===== src/verilog/board_video_pkg.sv =====
/*
    Shared widths, types and video structs for the board video path.
    LINE_LEN is kept small for simulation and must equal 2**LINE_AW.
    Colour channels widen from COLORW to COLORW+1 bits in the filter
    and are extended to 8 bits only at the scan doubler output.
*/

`default_nettype none

package board_video_pkg;

    // Game colour depth and the filtered depth
    localparam int COLORW  = 4;
    localparam int CLROUTW = COLORW + 1;

    // Active pixels per line and the matching address width
    localparam int LINE_LEN = 16;
    localparam int LINE_AW  = 4;

    typedef logic [COLORW-1:0]  color_t;
    typedef logic [CLROUTW-1:0] color_ana_t;
    typedef logic [7:0]         color8_t;
    typedef logic [LINE_AW-1:0] line_addr_t;

    // Scanline strength applied to the second copy of a line
    typedef logic [1:0] sl_mode_t;

    localparam sl_mode_t SL_NONE = 2'd0;
    localparam sl_mode_t SL_75   = 2'd1;
    localparam sl_mode_t SL_50   = 2'd2;
    localparam sl_mode_t SL_25   = 2'd3;

    // Game pixel as it leaves the core
    typedef struct packed {
        color_t r;
        color_t g;
        color_t b;
    } rgb_in_t;

    // Pixel after the bandwidth filter
    typedef struct packed {
        color_ana_t r;
        color_ana_t g;
        color_ana_t b;
    } rgb_ana_t;

    // Blanking flags are active low
    typedef struct packed {
        rgb_in_t rgb;
        logic    lhbl;
        logic    lvbl;
    } video_in_t;

    // Doubled output, sl marks the second copy of a line
    typedef struct packed {
        color8_t r;
        color8_t g;
        color8_t b;
        logic    de;
        logic    sl;
    } video_out_t;

endpackage

`default_nettype wire

===== src/verilog/video_board.sv =====
/*
    Board video path. Filter, two-bank line buffer and scan doubler.
    pxl2_cen runs at twice the pxl_cen rate and coincides with every
    pxl_cen pulse. Blanking must last long enough for one output line
    to finish before the next input line completes.
*/

`default_nettype none

module video_board
    import board_video_pkg::*;
(
    input  logic       clk_sys,
    input  logic       arst_n,
    input  logic       pxl_cen,
    input  logic       pxl2_cen,
    input  video_in_t  video_in,
    input  logic       bw_en,
    input  sl_mode_t   sl_mode,
    output video_out_t video_out
);

    rgb_ana_t   ana;
    rgb_ana_t   rd_data;
    line_addr_t rd_addr;
    logic       ana_we;
    logic       line_end;
    logic       line_ready;

    pixel_filter u_filter (
        .clk_sys    ( clk_sys    ),
        .arst_n     ( arst_n     ),
        .pxl_cen    ( pxl_cen    ),
        .video_in   ( video_in   ),
        .bw_en      ( bw_en      ),
        .ana        ( ana        ),
        .ana_we     ( ana_we     ),
        .line_end   ( line_end   )
    );

    line_buffer u_buffer (
        .clk_sys    ( clk_sys    ),
        .arst_n     ( arst_n     ),
        .pxl_cen    ( pxl_cen    ),
        .ana        ( ana        ),
        .ana_we     ( ana_we     ),
        .line_end   ( line_end   ),
        .rd_addr    ( rd_addr    ),
        .rd_data    ( rd_data    ),
        .line_ready ( line_ready )
    );

    scan_doubler u_doubler (
        .clk_sys    ( clk_sys    ),
        .arst_n     ( arst_n     ),
        .pxl2_cen   ( pxl2_cen   ),
        .line_ready ( line_ready ),
        .sl_mode    ( sl_mode    ),
        .rd_addr    ( rd_addr    ),
        .rd_data    ( rd_data    ),
        .video_out  ( video_out  )
    );

endmodule

`default_nettype wire


===== src/verilog/scan_doubler.sv =====
/*
    Scan doubler. Each line_ready starts a readout of the finished line,
    sent twice at pxl2_cen. The second copy can be dimmed as a scanline.
    pxl2_cen must not pulse on consecutive cycles, as the buffer read
    takes one clock. A new line_ready restarts the readout at once.
*/

`default_nettype none

module scan_doubler
    import board_video_pkg::*;
(
    input  logic       clk_sys,
    input  logic       arst_n,
    input  logic       pxl2_cen,
    input  logic       line_ready,
    input  sl_mode_t   sl_mode,
    output line_addr_t rd_addr,
    input  rgb_ana_t   rd_data,
    output video_out_t video_out
);

    typedef enum logic [1:0] {
        IDLE,
        FIRST_COPY,
        SECOND_COPY
    } state_t;

    state_t     state;
    line_addr_t addr_q;
    sl_mode_t   sl_q;
    sl_mode_t   dim_mode;
    video_out_t out_q;
    video_out_t pix_next;
    logic       at_last;
    logic       dim_on;

    // Repeat the top bits so that full scale maps to 8'hff
    function automatic color8_t extend8(input color_ana_t a);
        return {a, a[CLROUTW-1 -: 3]};
    endfunction

    function automatic color8_t shade(input color8_t v, input sl_mode_t mode);
        color8_t res;
        case (mode)
            SL_75:   res = v - (v >> 2);
            SL_50:   res = v >> 1;
            SL_25:   res = v >> 2;
            default: res = v;
        endcase
        return res;
    endfunction

    assign at_last  = (addr_q == line_addr_t'(LINE_LEN - 1));
    assign dim_on   = (state == SECOND_COPY);
    assign dim_mode = dim_on ? sl_q : SL_NONE;

    always_comb begin
        pix_next.r  = shade(extend8(rd_data.r), dim_mode);
        pix_next.g  = shade(extend8(rd_data.g), dim_mode);
        pix_next.b  = shade(extend8(rd_data.b), dim_mode);
        pix_next.de = 1'b1;
        pix_next.sl = dim_on;
    end

    always_ff @(posedge clk_sys or negedge arst_n) begin
        if (!arst_n) begin
            state  <= IDLE;
            addr_q <= '0;
            sl_q   <= SL_NONE;
        end else if (line_ready) begin
            // Address sits at zero so the first pixel is already read
            state  <= FIRST_COPY;
            addr_q <= '0;
            sl_q   <= sl_mode;
        end else if (pxl2_cen) begin
            case (state)
                FIRST_COPY: begin
                    addr_q <= at_last ? '0 : addr_q + line_addr_t'(1);
                    if (at_last) begin
                        state <= SECOND_COPY;
                    end
                end
                SECOND_COPY: begin
                    addr_q <= at_last ? '0 : addr_q + line_addr_t'(1);
                    if (at_last) begin
                        state <= IDLE;
                    end
                end
                default: begin
                    state  <= IDLE;
                    addr_q <= '0;
                end
            endcase
        end
    end

    // Output pixel holds between pxl2_cen pulses
    always_ff @(posedge clk_sys or negedge arst_n) begin
        if (!arst_n) begin
            out_q <= '0;
        end else if (pxl2_cen) begin
            out_q <= (state == IDLE) ? '0 : pix_next;
        end
    end

    assign rd_addr   = addr_q;
    assign video_out = out_q;

endmodule

`default_nettype wire


===== src/verilog/line_buffer.sv =====
/*
    Two-bank line store. The incoming line goes to the write bank while
    the other bank is read back with one clock of latency.
    Banks swap at line_end and line_ready follows one cycle later.
    Lines longer than LINE_LEN wrap over the start of the bank.
*/

`default_nettype none

module line_buffer
    import board_video_pkg::*;
(
    input  logic       clk_sys,
    input  logic       arst_n,
    input  logic       pxl_cen,
    input  rgb_ana_t   ana,
    input  logic       ana_we,
    input  logic       line_end,
    input  line_addr_t rd_addr,
    output rgb_ana_t   rd_data,
    output logic       line_ready
);

    rgb_ana_t   mem [2][LINE_LEN];
    line_addr_t wr_addr;
    logic       wr_sel;
    logic       rd_sel;
    logic       wr_en;

    assign wr_en  = ana_we & pxl_cen;
    assign rd_sel = ~wr_sel;

    // Write pointer and bank select
    always_ff @(posedge clk_sys or negedge arst_n) begin
        if (!arst_n) begin
            wr_addr    <= '0;
            wr_sel     <= 1'b0;
            line_ready <= 1'b0;
        end else begin
            if (line_end) begin
                wr_sel  <= ~wr_sel;
                wr_addr <= '0;
            end else if (wr_en) begin
                wr_addr <= wr_addr + line_addr_t'(1);
            end
            line_ready <= line_end;
        end
    end

    // Both banks start out black
    always_ff @(posedge clk_sys or negedge arst_n) begin
        if (!arst_n) begin
            for (int b = 0; b < 2; b++) begin
                for (int i = 0; i < LINE_LEN; i++) begin
                    mem[b][i] <= '0;
                end
            end
        end else if (wr_en) begin
            mem[wr_sel][wr_addr] <= ana;
        end
    end

    // Registered read from the finished bank
    always_ff @(posedge clk_sys or negedge arst_n) begin
        if (!arst_n) begin
            rd_data <= '0;
        end else begin
            rd_data <= mem[rd_sel][rd_addr];
        end
    end

endmodule

`default_nettype wire


===== src/verilog/pixel_filter.sv =====
/*
    Bandwidth filter. Samples the game pixel at pxl_cen and presents the
    widened colour one pxl_cen later with ana_we. With bw_en set, each
    pixel is summed with the previous one of the same line.
    line_end pulses once at the first blank sample after active video.
*/

`default_nettype none

module pixel_filter
    import board_video_pkg::*;
(
    input  logic      clk_sys,
    input  logic      arst_n,
    input  logic      pxl_cen,
    input  video_in_t video_in,
    input  logic      bw_en,
    output rgb_ana_t  ana,
    output logic      ana_we,
    output logic      line_end
);

    rgb_in_t  prev_rgb;
    rgb_ana_t ana_next;
    rgb_ana_t ana_q;
    logic     in_active;
    logic     act_q;
    logic     act_qq;

    // Either twice the channel or the sum with its left neighbour
    function automatic color_ana_t widen(input color_t cur, input color_t prv,
                                         input logic blend);
        color_ana_t sum;
        if (blend) begin
            sum = {1'b0, cur} + {1'b0, prv};
        end else begin
            sum = {cur, 1'b0};
        end
        return sum;
    endfunction

    assign in_active = video_in.lhbl & video_in.lvbl;

    always_comb begin
        ana_next.r = widen(video_in.rgb.r, prev_rgb.r, bw_en);
        ana_next.g = widen(video_in.rgb.g, prev_rgb.g, bw_en);
        ana_next.b = widen(video_in.rgb.b, prev_rgb.b, bw_en);
    end

    always_ff @(posedge clk_sys or negedge arst_n) begin
        if (!arst_n) begin
            prev_rgb <= '0;
            act_q    <= 1'b0;
            act_qq   <= 1'b0;
        end else if (pxl_cen) begin
            // Neighbour is zero at the start of every line
            prev_rgb <= in_active ? video_in.rgb : '0;
            act_q    <= in_active;
            act_qq   <= act_q;
        end
    end

    always_ff @(posedge clk_sys) begin
        if (pxl_cen) begin
            ana_q <= ana_next;
        end
    end

    assign ana      = ana_q;
    assign ana_we   = pxl_cen & act_q;
    assign line_end = pxl_cen & act_qq & ~act_q;

endmodule

`default_nettype wire


===== config.mk =====
export PLATFORM = sky130hd
export DESIGN_NAME = video_board
export DESIGN_NICKNAME = d
export VERILOG_FILES = /design/src/verilog/board_video_pkg.sv /design/src/verilog/video_board.sv /design/src/verilog/scan_doubler.sv /design/src/verilog/line_buffer.sv /design/src/verilog/pixel_filter.sv
export SDC_FILE = /design/constraint.sdc
export NUM_CORES = 1
export LEC_CHECK = 0
export BUFFER_PORTS_ARGS = -buffer_cell sky130_fd_sc_hd__buf_2
export CAP_MARGIN = 25
export CORE_MARGIN = 2
export CORE_UTILIZATION = 55
export CTS_CLUSTER_SIZE = 24
export DETAILED_ROUTE_END_ITERATION = 8
export PLACE_DENSITY = 0.71
export SLEW_MARGIN = 20
export SYNTH_ARGS = -nofsm -noshare
export SYNTH_HDL_FRONTEND = slang
export SYNTH_HIERARCHICAL = 1
export SYNTH_SLANG_ARGS = --single-unit

===== constraint.sdc =====
create_clock -name clk_sys -period 2.95 [get_ports clk_sys]
set_input_delay 0.59 -clock clk_sys [delete_from_list [all_inputs] [get_ports clk_sys]]
set_output_delay 0.59 -clock clk_sys [all_outputs]
set_load 0.005 [all_outputs]

==> results of run 1 <==
## state kept, by name (all words and copies together), names as in the netlist, 4 cells and up
register / cells
u_filter/prev_rgb: 12
u_doubler/video_out: 26
u_doubler/rd_addr: 4
u_buffer/wr_addr: 4
u_filter/ana: 15
u_buffer/rd_data: 15
u_buffer/mem: 480
## path summary, 6_finish.rpt
kind                                                 to  slack [ps]                   start  cells past startpoint
worst max-delay path            u_doubler/video_out[14]         590     u_buffer/rd_data[9]                      9
min in group asynchronous       u_doubler/video_out[20]         570                  arst_n                      2
worst max register to register  u_doubler/video_out[14]         590     u_buffer/rd_data[9]                      9
worst min-delay path                  u_doubler/sl_q[1]         210              sl_mode[1]                      2
max in group asynchronous             u_buffer/mem[111]        1570                  arst_n                      3
worst min register to register   u_doubler/video_out[1]         480  u_doubler/video_out[1]                      1
## per-layer routing
metal  vias up  wire length (um)  part of all wire, %
li1       7697                 -                    -
met1      9136             29300                   44
met2       418             32400                   48
met3       112              3050                  4.6
met4         2              2200                  3.3
met5         -                11                0.016
## layout by cell type, fill, tap and decap left out, types with 12 or more instances in the layout
master | netlist | final
clkbuf_8 | 0 | 12
dfrtp_1 | 549 | 548
buf_2 | 60 | 45
nor3_1 | 16 | 16
nand3_1 | 44 | 44
mux2_2 | 459 | 459
edfxtp_1 | 15 | 15
ha_1 | 39 | 39
clkbuf_1 | 70 | 21
o21ai_0 | 32 | 32
buf_4 | 20 | 55
o2bb2ai_1 | 13 | 13
nor2_4 | 14 | 15
mux2i_1 | 249 | 249
a21oi_1 | 59 | 59
nand2_1 | 55 | 55
nand2_2 | 16 | 16
xnor2_1 | 15 | 15
a22o_1 | 39 | 39
nand4_1 | 15 | 15
inv_1 | 51 | 51
mux2_4 | 20 | 20
a31oi_1 | 19 | 19
buf_12 | 0 | 18
clkbuf_16 | 0 | 62
nor2_1 | 31 | 30
a22oi_1 | 61 | 61
## cell usage after synthesis (4+ instances only)
cell	number
buf_4	20
a221oi_1	5
ha_1	39
and3_1	4
nand2_2	16
o2bb2ai_1	13
nor2b_1	10
o211ai_1	4
a21o_1	8
a22o_1	39
o221ai_1	5
a21oi_1	59
a21oi_2	5
mux2i_1	249
nand3_1	44
buf_6	10
buf_2	60
xnor2_1	15
nand2_1	55
nand2b_1	9
nor3_1	16
dfrtp_1	549
nand2_4	5
and2_1	6
fa_1	6
inv_1	51
mux2_1	4
nand4_1	15
clkbuf_1	70
a22oi_1	61
nor2_4	14
o21ai_0	32
nor3b_1	5
buf_1	4
nand3_4	4
mux2_4	20
edfxtp_1	15
nor2_1	31
xor2_1	7
nand4b_1	4
mux2_2	459
a31oi_1	19
## power by group through the flow
stage | combinational, uW | sequential (uW) | clock (uW)
5_1_grt | 6820 | 9280 | 8020
6_report | 6310 | 9180 | 7610
3_3_place_gp | 6050 | 9270 | 0
4_1_cts | 6240 | 9170 | 7740
2_1_floorplan | 4340 | 9060 | 0
3_5_place_dp | 6210 | 9310 | 0
## kinds of logic (layout without fill, tap and decap cells)
family          after synthesis  in the layout  synth area share (%)
compound gates              281            281                  7.33
xor+xnor                     22             22                 0.698
fa+ha+maj                    45             45                  2.20
buf+inv                     218            282                  3.86
flops                       564            564                  51.4
mux                         732            732                  29.0
simple gates                256            256                  5.52
## stage by stage
step	util, %	worst slack [ps]
finish	61.5	587
global route	61.5	429
CTS	61.5	605
detailed placement	57.5	322
global placement	57.4	399
floorplan	-	834
## worst max-delay path: stages (launching register included)
cell and delay, ps:
dfrtp_1 530, ha_1 240, inv_1 50, fa_1 390, a21oi_1 230, o21bai_1 110, xnor2_1 150, a221oi_1 260
o221ai_1 190, o21ai_0 130
## final cells by class
class	count	area (um2)	area share (%)
Clock buffer	95	1800	5.86
Clock inverter	13	195	0.637
Inverter	52	195	0.637
Multi-Input combinational cell	1336	12400	40.4
Sequential cell	564	14200	46.3
Tap cell	672	841	2.74
Timing Repair Buffer	122	1070	3.48
==> results.md, run 1 <==
- Mapped Nets: 2,184
- Placed Instances: 2,745
- Crit Path Class: register to register
- FILL cells: ~4,000
- First-pass GRT wire length: 106,000 um
- Vert. Die Dim: approximately 230 um
- Hold slack: ~210 ps
- CTS Sinks: 564
- Minimum clock period: 2360 ps
- Latest clock arrival within the worst-skew pair: 620 ps
- Pint: 15,700 uW
- Die area: 0.0520 mm2
- Placed cell areas: 0.0287 mm2
- Crit path max fanout: 8
- Fmax: 423 MHz
- Post-synth ARST share: slightly below 100%
- Final-stage net count: 2,201
- Initial antenna violation count: 1
- Pins over their slew limit: 0
- DRC viols: 0
- Hold buffer count at cts: 1
- MaxCap Viol Count: 0
- Leakage: 0.0144 uW
- GR Util All Layers: 26.1%
- Number of flops mapped to enable cells by yosys: 15
- Worst-Margin Slew: 798 ps
- Top FF cell, synth: dfrtp_1
- Drt first pass iters: 5
- Post-CTS Setup Bufs: 0
- Startpoint Class: register
- Clk root buf: clkbuf_16
- Design Area, Final: between 0.03 and 0.04 mm2
- YS warnings: 6
- PostCTS Resize Cnt: 0
- Syn Inst Count: about 2,100
- Met1 global-route usage: 35.1%
- Switching Share: 32.0%
- Vias in the first global route: 18,342
- Seq pwr share: 39.7%
- Clock Power Share: about a third
- Vias per cell: 6.08
- Post-synth top area cell: dfrtp_1
- Sw power: around 7400 uW
- Slew margin rel.: between 40% and 50%
- Area growth, synth to finish: 11.1%
- Core area: 0.0499 mm2
- Routed via count: 17,365
- Grt met2 use: 44.0%
- Yosys top cell area share: between 40 and 50%
- Tcrit/Tclk final: 80.1%
- Met3 usage: between 3 and 4%
- Dpl hpwl: about 43,000 um
- Setup TNS: 0 ps
- Fin. Hold Viols: 0
- Run status: completed
- Share of cells above drive strength 1: roughly a third
- Worst-path clk slew: 60 ps
- Post-route ant nets: 0
- Global route overflow: 0
- Comb power frac: 27.3%
- Worst VDD drop: roughly 0.00064 V
- Data required, critical path: 3490 ps
- Largest net degree at the start of global routing: just under 70
- Inserted Diodes: 0
- CTS buffer count: 59
- Crit path capture type: register
- Clock Tree Buf Depth: 3
- Synth cell types: ~70
- Largest cells by area after synthesis: dfrtp_1 50%, mux2_2 19%, mux2i_1 9.0%, ha_1 1.8%, a22oi_1 1.7%
- GRT busiest layer: met2
- Ports: 47
- Final Non-Filler Cells: between 2,000 and 3,000
- CTS tree: yes
- H-tree levels: 2
- Mapped cell area: 0.0276 mm2
- Initial Utilization: 55.4%
- PwrDens: 753 mW/mm2
- Rows: 82
- Mean Syn Cell Area: 13.0 um2
- WP data arrival: 2900 ps
- RSZ-0062 raised after global routing: no
- PnR Total Power: 23,100 uW
- GPL Wtd Cong: 0.864
- Hold Path Class: primary input to register
- Register area share after synthesis: 51.4%
- Final WL: 67,000 um
- Port-buffer cells: 46
- Register bit total from synthesis: 564
- Die Wd: 228 um
- Detailed Route Iter0 Violations: 1,212
- Wirelength per Cell: between 20 and 25 um
- Clock Skew: 16.1 ps
- Final setup vio count: 0
Note: power is estimated with default switching activity, not from simulation.
==> run 2: changes to the inputs <==
--- a/config.mk
+++ b/config.mk
@@ -11,7 +11,7 @@
 export CORE_UTILIZATION = 55
 export CTS_CLUSTER_SIZE = 24
 export DETAILED_ROUTE_END_ITERATION = 8
-export PLACE_DENSITY = 0.71
+export PLACE_DENSITY = 0.74
 export SLEW_MARGIN = 20
 export SYNTH_ARGS = -nofsm -noshare
 export SYNTH_HDL_FRONTEND = slang
==> constraint.sdc (replaced) <==
create_clock -name clk_sys -period 2 [get_ports clk_sys]
set_input_delay 0.4 -clock clk_sys [delete_from_list [all_inputs] [get_ports clk_sys]]
set_output_delay 0.4 -clock clk_sys [all_outputs]
set_load 0.005 [all_outputs]
==> run 2 against run 1 <==
Effect of this change:
- the flow now finishes with violations (negative setup slack)
- via count is 4.3% higher
- non-clock buffer count up 149
- maximum frequency up 14%
- clock-buffer cell count decreased by 2
- clock skew is 6.1 ps higher
- combinational power rose by 89%
- sequential cell count unchanged
- core utilization is 4.2 points higher
- die area stayed put
- total power is 55% higher
- largest cell class unchanged
==> results.md, run 2 (synthesis gave the netlist of run 1 again) <==
- Routed via count: 18,119 (+4.3%)
- Final-stage net count: 2,348 (+6.7%)
- FILL cells: 3,588 (-8.0%)
- Inserted Diodes: 0 (unchanged)
- GPL Wtd Cong: 0.865 (about the same)
- Initial Utilization: 55.4% (unchanged)
- Die area: 0.0520 mm2 (unchanged)
- Pins over their slew limit: 0 (unchanged)
- Hold Path Class: primary input to register
- Most flops, register: u_buffer/mem
- Vias per cell: 6.04 (-0.70%)
- CTS Sinks: 564 (unchanged)
- Slowest-stage cell, CP: dfrtp_4
- Worst-Margin Slew: 723 ps (-74.6 ps)
- Share of cells above drive strength 1: 42.3% (+8.0 points)
- Commonest cells after routing, fill and taps aside: 546 x dfrtp_1, 459 x mux2_2, 235 x mux2i_1
- CTS buffer count: 57 (-3.4%)
- Wirelength per Cell: 23.7 um (+0.90%)
- Tcrit/Tclk final: 103% (+23 points)
- Worst Reg-to-Reg Cells: 7 (-2)
- Run status: finished, violations left
- H-tree levels: 2 (unchanged)
- Worst path bufs/invs: 3 (+2)
- Crit-path cells: buf_4 > buf_12 > buf_16 > mux2i_1 > a22oi_1 > nand3_1 > nand3_4
- Worst Hold Path EP: u_filter/prev_rgb[10]
- Post-route ant nets: 0 (unchanged)
- Largest net degree at the start of global routing: 61 (-12%)
- CTS tree: yes
- Ports: 47 (unchanged)
- Final setup vio count: 7 (+7)
- Multi-input logic area: 0.0129 mm2 (+4.2%)
- Clock Skew: 22.3 ps (+6.13 ps)
- Rows: 82 (unchanged)
- Latest clock arrival within the worst-skew pair: 620 ps (about the same)
- Crit path capture type: register
- Family with the most delay on the worst path: flip-flops
- WP data arrival: 2610 ps (-290 ps)
- Initial antenna violation count: 0 (-1)
- FF-to-FF End: u_buffer/rd_data[8]
- Clock Tree Buf Depth: 3 (unchanged)
- Startpoint Class: register
- Core area: 0.0499 mm2 (unchanged)
- Minimum clock period: 2060 ps (-298 ps)
- MaxCap Viol Count: 0 (unchanged)
- Fmax: 484 MHz (+14%)
- First-pass GRT wire length: 111,000 um (+4.7%)
- Drt first pass iters: 5 (unchanged)
- Register Area: 0.0142 mm2 (about the same)
- Area growth, synth to finish: 18.6%
- Vias in the first global route: 19,219 (+4.8%)
- GR Util All Layers: 27.3% (+1.1 points)
- Reg2reg setup slack: -60 ps (-650 ps)
- Die Wd: 228 um (unchanged)
- Worst-path clk slew: 60 ps (about the same)
- DRC viols: 0 (unchanged)
- Detailed Route Iter0 Violations: 1,204 (-0.66%)
- Commonest non-fill, non-tap cell in the layout: dfrtp_1
- Hold slack: 40.6 ps (-166 ps)
- Leakage: 0.0154 uW (+7.1%)
- Dpl hpwl: 44,800 um (+4.5%)
- Worst setup path startpoint: u_doubler/rd_addr[0]
- Vert. Die Dim: 228 um (unchanged)
- Worst VDD drop: 0.000807 V (+27%)
- Fin. Hold Viols: 0 (unchanged)
- Global route overflow: 0 (unchanged)
- Final setup margin: -64.5 ps (-652 ps)
- Final WL: 71,000 um (+6.0%)
- Crit path max fanout: 40 (+32)
- R2R Path Start: u_doubler/rd_addr[0]
- RSZ-0062 raised after global routing: yes
- Crit Path Class: register to register
- Hold Path Origin: video_in[12]
- Port-buffer cells: 46 (unchanged)
- Max reg flops: 480 (unchanged)
- Clk root buf: clkbuf_16
- Slew margin rel.: 51.8% (+5.0 points)
- Violated checks: negative setup slack
- Crit-path max cell delay: 530 ps (about the same)
- Hold path depth: 2 (unchanged)
- PwrDens: 1100 mW/mm2 (+45%)
- Data required, critical path: 2540 ps (-950 ps)
- Dpl ws: -219 ps (-541 ps)
## run 2: changes by cell type in the layout (fill, tap and decap cells not counted), sizes merged
cell,change
bufbuf,+1
buf,+145
inv,+2
clkinvlp,-2
bufinv,-4
clkbuf,-1
clkinv,+2
dlygate4sd3,+2
## run 2: metrics by stage
step	utilization, %	power, uW	TNS [ps]	area [um2]	cells
2_1_floorplan	-	19800	0	27600	2118
3_3_place_gp	59.9	23700	-11300	29900	2859
3_5_place_dp	59.9	24000	-18060	29900	2859
4_1_cts	64.7	35200	-636	32300	2979
5_1_grt	65.7	37500	-1090	32800	2999
6_report	65.7	35900	-206	32800	2999
## run 2: repair_timing
item | CTS | global route
pin swaps | 30 | 48
hold buffers | 3 | 0
gates resized for setup | 65 | 77
buffers inserted | 14 | 22
cloned | 4 | 1
endpoints found under the setup margin | 22 | 32
hold endpoints to repair | 30 | 0
## run 2: area by class of cell
class | count | share of cell area (%)
Sequential cell | 564 | 43.3
Multi-Input combinational cell | 1336 | 39.4
Timing Repair Buffer | 271 | 8.47
Clock buffer | 93 | 5.39
Tap cell | 672 | 2.57
Inverter | 52 | 0.596
Clock inverter | 11 | 0.279
## run 2: worst register-to-register path, delay by kind of cell, from the launching register on
family                 cells  cell delay (ps)
AND/OR/NAND/NOR            2              420
buffers and inverters      3              550
flip-flops                 1              530
AO/OA/AOI/OAI              1              330
multiplexers               1              160
## run 2: power by group
part / switching (uW) / internal [uW]
sequential: 801 / 12600
clock: 4410 / 6120
combinational: 6410 / 5500
total: 11600 / 24200
## run 2: routing by layer
| layer | up-vias | part of all wire, % | GRT usage (%) |
|---|---|---|---|
| met3 | 121 | 4.3 | 3.34 |
| met1 | 9501 | 43 | 36.9 |
| met2 | 478 | 49 | 45.0 |
| met4 | 0 | 3.3 | 10.9 |
| li1 | 8019 | - | - |
| met5 | - | 0 | 0 |
## run 2: worst max-delay path by stage
stage | to | cells past startpoint | slack, ps
5_1_grt | u_buffer/rd_data[0] | 9 | -110
4_1_cts | u_buffer/rd_data[8] | 10 | -70
6_report | u_buffer/rd_data[8] | 7 | -60
2_1_floorplan | u_doubler/video_out[16] | 10 | 20
3_5_place_dp | u_buffer/rd_data[5] | 9 | -220
3_3_place_gp | u_buffer/rd_data[5] | 8 | -180
